<file path="config.mk">
export PLATFORM = sky130hd
export DESIGN_NAME = bch_dec
export DESIGN_NICKNAME = d
export VERILOG_FILES = /design/src/rtl/bch_pkg.sv /design/src/rtl/bch_syndrome.sv /design/src/rtl/bch_berlekamp.sv /design/src/rtl/bch_chien.sv /design/src/rtl/bch_dec.sv
export SDC_FILE = /design/constraint.sdc
export NUM_CORES = 1
export LEC_CHECK = 0
export BUFFER_PORTS_ARGS = -buffer_cell sky130_fd_sc_hd__buf_2
export CORE_MARGIN = 2
export CORE_UTILIZATION = 64
export CTS_CLUSTER_SIZE = 10
export DETAILED_ROUTE_END_ITERATION = 16
export PLACE_DENSITY = 0.87
export SYNTH_ARGS = -nofsm -noshare
export SYNTH_HDL_FRONTEND = slang
export SYNTH_SLANG_ARGS = --single-unit
</file>
<file path="constraint.sdc">
create_clock -name iclk -period 5.3 [get_ports iclk]
set_input_delay 1.06 -clock iclk [delete_from_list [all_inputs] [get_ports iclk]]
set_output_delay 1.06 -clock iclk [all_outputs]
set_load 0.01 [all_outputs]
</file>
<file path="src/rtl/bch_pkg.sv">
// BCH (15,5) decoder shared definitions.
// Code constants, the GF(2^4) element type and the field arithmetic
// used by the syndrome, Berlekamp-Massey and Chien stages.

`default_nettype none

package bch_pkg;

  localparam int m      = 4;   // field degree, bits per element.
  localparam int n      = 15;  // code length in bits.
  localparam int t      = 3;   // correctable errors.
  localparam int t2     = 6;   // number of syndromes.
  localparam int irrpol = 19;  // x^4 + x + 1.

  typedef logic [m-1:0] data_t;  // one field element.
  typedef logic [3:0]   cnt_t;   // bit position, 0..14.

  // polynomial product of a and b, then folded back by irrpol.
  function automatic data_t gf_mul(input data_t a, input data_t b);
    logic [2*m-2:0] p;
    p = '0;
    for (int i = 0; i < m; i++) begin
      if (b[i]) p ^= (2*m-1)'(a) << i;  // partial product.
    end
    for (int i = 2*m-2; i >= m; i--) begin
      if (p[i]) p ^= (2*m-1)'(irrpol) << (i - m);  // clear the top bit.
    end
    return p[m-1:0];
  endfunction

  // alpha^e, the exponent taken modulo n so negative powers work too.
  function automatic data_t gf_pow_alpha(input int e);
    int    r;
    data_t a;
    r = e % n;
    if (r < 0) r += n;  // the % result keeps the sign of e.
    a = data_t'(1);
    for (int i = 0; i < n; i++) begin
      if (i < r) a = gf_mul(a, data_t'(2));  // alpha is the element 2.
    end
    return a;
  endfunction

endpackage

`default_nettype wire

</file>
<file path="src/rtl/bch_syndrome.sv">
// BCH syndrome stage.
// Evaluates the received polynomial at alpha^1..alpha^6 by Horner's rule,
// one bit per strobe, highest degree first, and keeps the received word.

`timescale 1ns/1ps
`default_nettype none

module bch_syndrome
  import bch_pkg::*;
(
  input  logic         iclk,
  input  logic         rst_n,
  input  logic         bit_val,
  input  logic         bit_sop,
  input  logic         bit_in,
  output logic         syn_val,
  output data_t        syndrome [1:t2],
  output logic [n-1:0] word
);

  cnt_t         bit_cnt;         // bits taken so far in the current word.
  data_t        acc    [1:t2];   // running Horner sums.
  data_t        acc_nx [1:t2];
  logic [n-2:0] sreg;            // first 14 bits, the 15th joins on the fly.
  logic         last_bit;

  // the 15th bit of a word, a sop here would be a new word instead.
  assign last_bit = bit_val && !bit_sop && (bit_cnt == cnt_t'(n-1));

  // S_i <- S_i * alpha^i + r. a sop drops whatever the sum held before.
  always_comb begin
    for (int i = 1; i <= t2; i++) begin
      acc_nx[i] = (bit_sop ? data_t'(0) : gf_mul(acc[i], gf_pow_alpha(i))) ^ data_t'(bit_in);
    end
  end

  //################################################
  // control
  //################################################

  always_ff @(posedge iclk) begin
    if (!rst_n) begin
      bit_cnt <= '0;  // a half-received word is thrown away.
      syn_val <= 1'b0;
    end else begin
      syn_val <= last_bit;  // one pulse, the cycle after the 15th bit.
      if (bit_val && bit_sop) bit_cnt <= cnt_t'(1);
      else if (last_bit) bit_cnt <= '0;
      else if (bit_val && bit_cnt != '0) bit_cnt <= bit_cnt + cnt_t'(1);  // stray bits are ignored.
    end
  end

  // accumulators and the word hold data only.
  always_ff @(posedge iclk) begin
    if (bit_val) begin
      acc  <= acc_nx;
      sreg <= {sreg[n-3:0], bit_in};
    end
    if (last_bit) begin
      syndrome <= acc_nx;          // held until the next word completes.
      word     <= {sreg, bit_in};
    end
  end

  // a new word may only start once the previous one is complete.
  a_sop_at_word_start : assert property (@(posedge iclk) disable iff (!rst_n)
    (bit_val && bit_sop) |-> (bit_cnt == '0));

endmodule

`default_nettype wire

</file>
<file path="src/rtl/bch_berlekamp.sv">
// BCH Berlekamp-Massey stage.
// Simplified inversionless binary form: only odd syndrome steps are run,
// three iterations, one per clock, giving the error locator polynomial.
// The locator is kept to six coefficients inside so that a degree above
// t is seen, and such a locator leaves this stage as all zero.

`timescale 1ns/1ps
`default_nettype none

module bch_berlekamp
  import bch_pkg::*;
(
  input  logic         iclk,
  input  logic         rst_n,
  input  logic         syn_val,
  input  data_t        syndrome [1:t2],
  input  logic [n-1:0] word,
  output logic         loc_val,
  output data_t        loc_poly [0:t],
  output logic [n-1:0] loc_word
);

  logic              busy;                // an iteration is running.
  logic [1:0]        it;                  // iteration index r.
  data_t             syn_r     [1:t2];
  data_t             lambda    [0:t2-1];  // locator.
  data_t             lambda_nx [0:t2-1];
  data_t             b_poly    [0:t2-1];  // correction polynomial B.
  data_t             gamma;               // previous nonzero discrepancy.
  data_t             delta;               // current discrepancy.
  logic signed [3:0] k;                   // length balance.
  logic              reload;
  logic              ovf;                 // degree went past t.
  logic [n-1:0]      word_r;

  //################################################
  // discrepancy and locator update
  //################################################

  // delta = sum lambda_i * S_(2r+1-i). syndromes below S1 do not exist.
  always_comb begin
    delta = '0;
    for (int i = 0; i <= t; i++) begin
      if (2 * int'(it) + 1 - i >= 1) delta ^= gf_mul(lambda[i], syn_r[2 * int'(it) + 1 - i]);
    end
  end

  // lambda <- gamma * lambda + delta * x * B.
  always_comb begin
    lambda_nx[0] = gf_mul(gamma, lambda[0]);
    for (int j = 1; j < t2; j++) begin
      lambda_nx[j] = gf_mul(gamma, lambda[j]) ^ gf_mul(delta, b_poly[j-1]);
    end
  end

  assign reload = (delta != '0) && (k >= 0);  // the locator length grows.

  always_ff @(posedge iclk) begin
    if (!rst_n) begin
      busy    <= 1'b0;
      it      <= '0;
      loc_val <= 1'b0;
    end else begin
      loc_val <= 1'b0;
      if (syn_val) begin
        busy <= 1'b1;  // this cycle only loads.
        it   <= '0;
      end else if (busy) begin
        it <= it + 2'd1;
        if (it == 2'(t-1)) begin
          busy    <= 1'b0;
          loc_val <= 1'b1;  // t+1 cycles after syn_val.
        end
      end
    end
  end

  always_ff @(posedge iclk) begin
    if (syn_val) begin
      syn_r  <= syndrome;
      word_r <= word;
      for (int j = 0; j < t2; j++) begin
        lambda[j] <= (j == 0) ? data_t'(1) : data_t'(0);  // both start at 1.
        b_poly[j] <= (j == 0) ? data_t'(1) : data_t'(0);
      end
      gamma <= data_t'(1);
      k     <= '0;
    end else if (busy) begin
      lambda    <= lambda_nx;
      b_poly[0] <= '0;
      if (reload) begin
        for (int j = 1; j < t2; j++) b_poly[j] <= lambda[j-1];  // B = x * old lambda.
        gamma <= delta;
        k     <= -k;
      end else begin
        b_poly[1] <= '0;
        for (int j = 2; j < t2; j++) b_poly[j] <= b_poly[j-2];  // B = x^2 * B.
        k <= k + 4'sd2;
      end
    end
  end

  //################################################
  // result
  //################################################

  always_comb begin
    ovf = 1'b0;
    for (int j = t + 1; j < t2; j++) ovf |= (lambda[j] != '0);
  end

  // a zero locator makes every position look like a root, so the Chien
  // stage sees a root count that can never match and flags the word.
  always_comb begin
    for (int j = 0; j <= t; j++) loc_poly[j] = ovf ? data_t'(0) : lambda[j];
  end

  assign loc_word = word_r;

  // the stage cannot stall, a word arriving mid-iteration is lost.
  a_no_syn_while_busy : assert property (@(posedge iclk) disable iff (!rst_n)
    syn_val |-> !busy);

endmodule

`default_nettype wire

</file>
<file path="src/rtl/bch_chien.sv">
// BCH Chien search stage.
// Evaluates the locator at alpha^-14 .. alpha^0, one position per cycle,
// flips the bits at the roots and streams the corrected word, highest
// degree first. Flags a failure when the roots do not match the degree.

`timescale 1ns/1ps
`default_nettype none

module bch_chien
  import bch_pkg::*;
(
  input  logic         iclk,
  input  logic         rst_n,
  input  logic         loc_val,
  input  data_t        loc_poly [0:t],
  input  logic [n-1:0] loc_word,
  output logic         dout_val,
  output logic         dout_sop,
  output logic         dout_eop,
  output logic         dout,
  output logic         decfail
);

  data_t        term [0:t];   // lambda_j * alpha^(-p*j) for position p.
  data_t        term_sum;
  logic         root;
  logic         active;
  cnt_t         pos_cnt;      // output bit index, 0 is degree 14.
  cnt_t         nroots;
  cnt_t         roots_total;
  cnt_t         deg;
  cnt_t         deg_in;
  logic [n-1:0] wsr;          // word, top bit is the current position.

  always_comb begin
    term_sum = '0;
    for (int j = 0; j <= t; j++) term_sum ^= term[j];
  end

  assign root        = (term_sum == '0);  // lambda(alpha^-p) == 0.
  assign roots_total = nroots + cnt_t'(root);

  // degree is the highest nonzero coefficient. it never exceeds t here,
  // a longer locator reaches this stage as all zero.
  always_comb begin
    deg_in = '0;
    for (int j = 1; j <= t; j++) begin
      if (loc_poly[j] != '0) deg_in = cnt_t'(j);
    end
  end

  //################################################
  // output
  //################################################

  assign dout_val = active;
  assign dout_sop = active && (pos_cnt == '0);
  assign dout_eop = active && (pos_cnt == cnt_t'(n-1));
  assign dout     = wsr[n-1] ^ root;  // correction.
  assign decfail  = dout_eop && (roots_total != deg);  // counts the last root too.

  always_ff @(posedge iclk) begin
    if (!rst_n) begin
      active  <= 1'b0;
      pos_cnt <= '0;
      nroots  <= '0;
    end else if (loc_val) begin
      active  <= 1'b1;  // a new word may follow straight on the eop cycle.
      pos_cnt <= '0;
      nroots  <= '0;
    end else if (active) begin
      pos_cnt <= pos_cnt + cnt_t'(1);
      nroots  <= roots_total;
      if (pos_cnt == cnt_t'(n-1)) active <= 1'b0;
    end
  end

  always_ff @(posedge iclk) begin
    if (loc_val) begin
      for (int j = 0; j <= t; j++) term[j] <= gf_mul(loc_poly[j], gf_pow_alpha(-(n-1) * j));
      wsr <= loc_word;
      deg <= deg_in;
    end else if (active) begin
      for (int j = 0; j <= t; j++) term[j] <= gf_mul(term[j], gf_pow_alpha(j));  // next p.
      wsr <= wsr << 1;
    end
  end

  // every word comes out as one unbroken burst of n bits.
  a_dout_burst : assert property (@(posedge iclk) disable iff (!rst_n)
    dout_sop |-> dout_val [*n] ##1 (!dout_val || dout_sop));

  // a locator may only arrive when the search is idle or on its last bit.
  a_loc_when_free : assert property (@(posedge iclk) disable iff (!rst_n)
    loc_val |-> (!active || dout_eop));

endmodule

`default_nettype wire

</file>
<file path="src/rtl/bch_dec.sv">
// BCH (15,5) serial decoder, top level.
// Syndrome, Berlekamp-Massey and Chien stages in a pipeline, up to three
// words in flight. Corrects up to three bit errors per word.

`timescale 1ns/1ps
`default_nettype none

module bch_dec
  import bch_pkg::*;
(
  input  logic iclk,
  input  logic rst_n,
  input  logic bit_val,
  input  logic bit_sop,
  input  logic bit_in,
  output logic dout_val,
  output logic dout_sop,
  output logic dout_eop,
  output logic dout,
  output logic decfail
);

  logic         syn_val;
  data_t        syndrome [1:t2];
  logic [n-1:0] word;
  logic         loc_val;
  data_t        loc_poly [0:t];
  logic [n-1:0] loc_word;

  bch_syndrome u_syndrome (
    .iclk     (iclk),
    .rst_n    (rst_n),
    .bit_val  (bit_val),
    .bit_sop  (bit_sop),
    .bit_in   (bit_in),
    .syn_val  (syn_val),
    .syndrome (syndrome),
    .word     (word)
  );

  bch_berlekamp u_berlekamp (
    .iclk     (iclk),
    .rst_n    (rst_n),
    .syn_val  (syn_val),
    .syndrome (syndrome),
    .word     (word),
    .loc_val  (loc_val),
    .loc_poly (loc_poly),
    .loc_word (loc_word)
  );

  bch_chien u_chien (
    .iclk     (iclk),
    .rst_n    (rst_n),
    .loc_val  (loc_val),
    .loc_poly (loc_poly),
    .loc_word (loc_word),
    .dout_val (dout_val),
    .dout_sop (dout_sop),
    .dout_eop (dout_eop),
    .dout     (dout),
    .decfail  (decfail)
  );

endmodule

`default_nettype wire

</file>
==> metrics <==
WL final=27200 um; vias post-DR=8674; Pwr Total=3.50 mW; RSZ-0062 raised after global routing=false; clock buffer depth=3; Final nets=1175; WP buf/inv=2; Setup Viol. Count Final=0; TritonCTS Sinks=215; Hold Path Depth=0; Max-cap violations=0; total grt overflow=0; Power per Cell Area=262 mW/mm^2; worst-skew pair later-pin latency=530 ps; crit path DAT=5010 ps; top-count cell post-synth=nand2_1; R2R depth=15; vias in the first global route=8573; worst-margin pin slew=974 ps; Crit path largest cell delay=660 ps; starting density of the core=0.658; crit share post-route=0.902; setup_tns=0 ps; number of DRC markers in iteration 0=822; final hold vios=0; Cell Rows=50; stages on the worst setup path=15; Syn Nets=1188; Post-Layout Cell Count=1428; maximum VDD drop=310 uV; predominant post-synthesis flop cell=edfxtp_1; first-pass iteration count of the detailed router=6; post-route antenna net violation count=0; post_cts resized=0; CP startpoint kind=flip-flop; Reg clk slew, reported paths=60 ps; critical path class=reg2reg; Avg Synthesized Cell Area=10.7 sq um; Yosys top cell area share=0.398; Place WS=628 ps; yosys warns=0; Die Wd=143 um; Gate Count Post-Synth=1168; die area=0.0206 sq mm; EDFF count, synth=165; Area after DPL=0.0127 sq mm; global-route wire length before repair=44100 um; clock skew=33.0 ps; part of the Yosys area used for sequential elements=0.479; status=completed; Synth area leader=edfxtp_1; routability cong.=0.918; DRC violation count after routing=0; max-slew violations=0; drt via density=6.07; top cells by area, synth=edfxtp_1, xnor2_1, dfxtp_1, nand2_1, xnor3_1; Synth Cell Area=0.0124 sq mm; Inserted Clock Buffers=26; n_diodes=0; crit path time final=4780 ps; Hold Buf Count CTS=0; GRT Resource Usage Total=0.272; H-tree lvl count=1; largest net degree at the start of global routing=64; Hold Crit Class=reg2reg; FFs w/ async S/R, synth=0; CTS tree=done; Area Overhead vs Synth=7.66%; Core ar.=0.0189 sq mm; Crit-path slowest cell=and2_1; routed len/inst=19.1 um; # fillers=1292; root buffer cell=clkbuf_16; f_max=0.209 GHz; Cell Chain, Critical Path=inv_2 > ha_1 > nand2b_1 > o22ai_1 > xnor2_1 > xnor3_2 > xnor3_1 > and4_1 > o21ai_2 > nor2b_4 > buf_4 > or3_4 > and2_1 > mux2i_1 > nor2_1; share of cells above drive strength 1=0.0865; Post CTS Setup Buffer Count=0; final setup margin=521 ps; Netlist cell types=70; Ports=10; Post-synth top cells=nand2_1, edfxtp_1, xnor2_1; post-route design area=0.0134 sq mm; IO Port Bufs=9; Worst Setup End Kind=flip-flop; Slew headroom=0.345; Leak=4.61 nW; critical path fanouts, max=18; Critical Path RT=5530 ps; Cells after DPL=1387; Die H=143 um; initial antenna violation count=0; dpl hpwl=17700 um; CP top delay family=simple AND/OR/NAND/NOR gates; post-synthesis register bit count=215
-- through the flow --
stage | util | hold slack (ps)
2_1_floorplan | - | 400
3_3_place_gp | 0.670 | 401
3_5_place_dp | 0.670 | 405
4_1_cts | 0.709 | 417
5_1_grt | 0.709 | 423
6_report | 0.709 | 416
-- cell type report --
type / instances / area, sq um / area share
repair buffers: 33 / 225 / 0.0168
inverters: 27 / 101 / 0.00757
well taps: 260 / 325 / 0.0243
multi-input cells: 852 / 6040 / 0.451
flip-flops and latches: 215 / 5960 / 0.445
clock inverters: 4 / 17.5 / 0.00131
clock buffers: 37 / 723 / 0.0540
-- worst paths after layout --
check / startpoint / endpoint / slack [ps]
setup reg to reg: u_berlekamp.it[1] / u_berlekamp.b_poly[0][19] / 520
setup / recovery: u_berlekamp.it[1] / u_berlekamp.b_poly[0][19] / 520
hold reg to reg: u_syndrome.syndrome[16] / u_berlekamp.syn_r[16] / 420
hold / removal: u_syndrome.syndrome[16] / u_berlekamp.syn_r[16] / 420
-- where the power goes --
group          switching [mW]  internal [mW]  leakage, nW
clock network           0.636          0.932        0.361
registers              0.0185           1.84         1.92
logic                  0.0460         0.0315         2.33
total                   0.701           2.80         4.61
-- state kept, by name, summed over array words and instances, names as in the netlist, 2 cells and up --
register / flops
u_chien.pos_cnt: 4
u_chien.deg: 2
u_syndrome.syndrome: 24
u_berlekamp.loc_word: 15
u_syndrome.bit_cnt: 4
u_berlekamp.syn_r: 24
u_berlekamp.k: 3
u_berlekamp.lambda: 24
u_chien.nroots: 4
u_syndrome.acc: 24
u_syndrome.sreg: 14
u_berlekamp.gamma: 4
u_berlekamp.b_poly: 17
u_chien.wsr: 15
u_syndrome.word: 15
u_berlekamp.it: 2
u_chien.term: 16
-- worst register-to-register path, cell delays in order, from the launching register on --
cell,delay (ps)
dfxtp_1,340
inv_2,100
ha_1,440
nand2b_1,350
o22ai_1,300
xnor2_1,170
xnor3_2,300
xnor3_1,430
and4_1,250
o21ai_2,220
nor2b_4,180
buf_4,230
or3_4,180
and2_1,660
mux2i_1,290
nor2_1,60
-- metal layers --
layer	GRT usage	share of wire
met2	0.457	0.49
met5	0	0
met4	0.106	0.033
met1	0.362	0.41
met3	0.0363	0.075
-- logic make-up (layout without fill, tap and decap cells) --
logic type / count (synthesis) / count (layout) / synth area share
flops: 215 / 215 / 0.479
simple gates: 387 / 387 / 0.141
fa+ha+maj: 15 / 15 / 0.0151
compound gates: 171 / 171 / 0.0969
mux: 57 / 57 / 0.0489
xor+xnor: 222 / 222 / 0.184
buf+inv: 101 / 101 / 0.0358
-- placed cells by master (no fill, tap or decap), types with 26 or more instances in the layout --
cell type  netlist  layout
clkbuf_16        0      27
nor2_1          95      95
xnor2_1        152     152
edfxtp_1       165     165
o21ai_0         29      29
nand2_1        188     188
inv_1           26      26
mux2i_1         38      38
dfxtp_1         50      49
xor2_1          45      45
a21oi_1         30      30
Note: power is estimated with default switching activity, not from simulation.
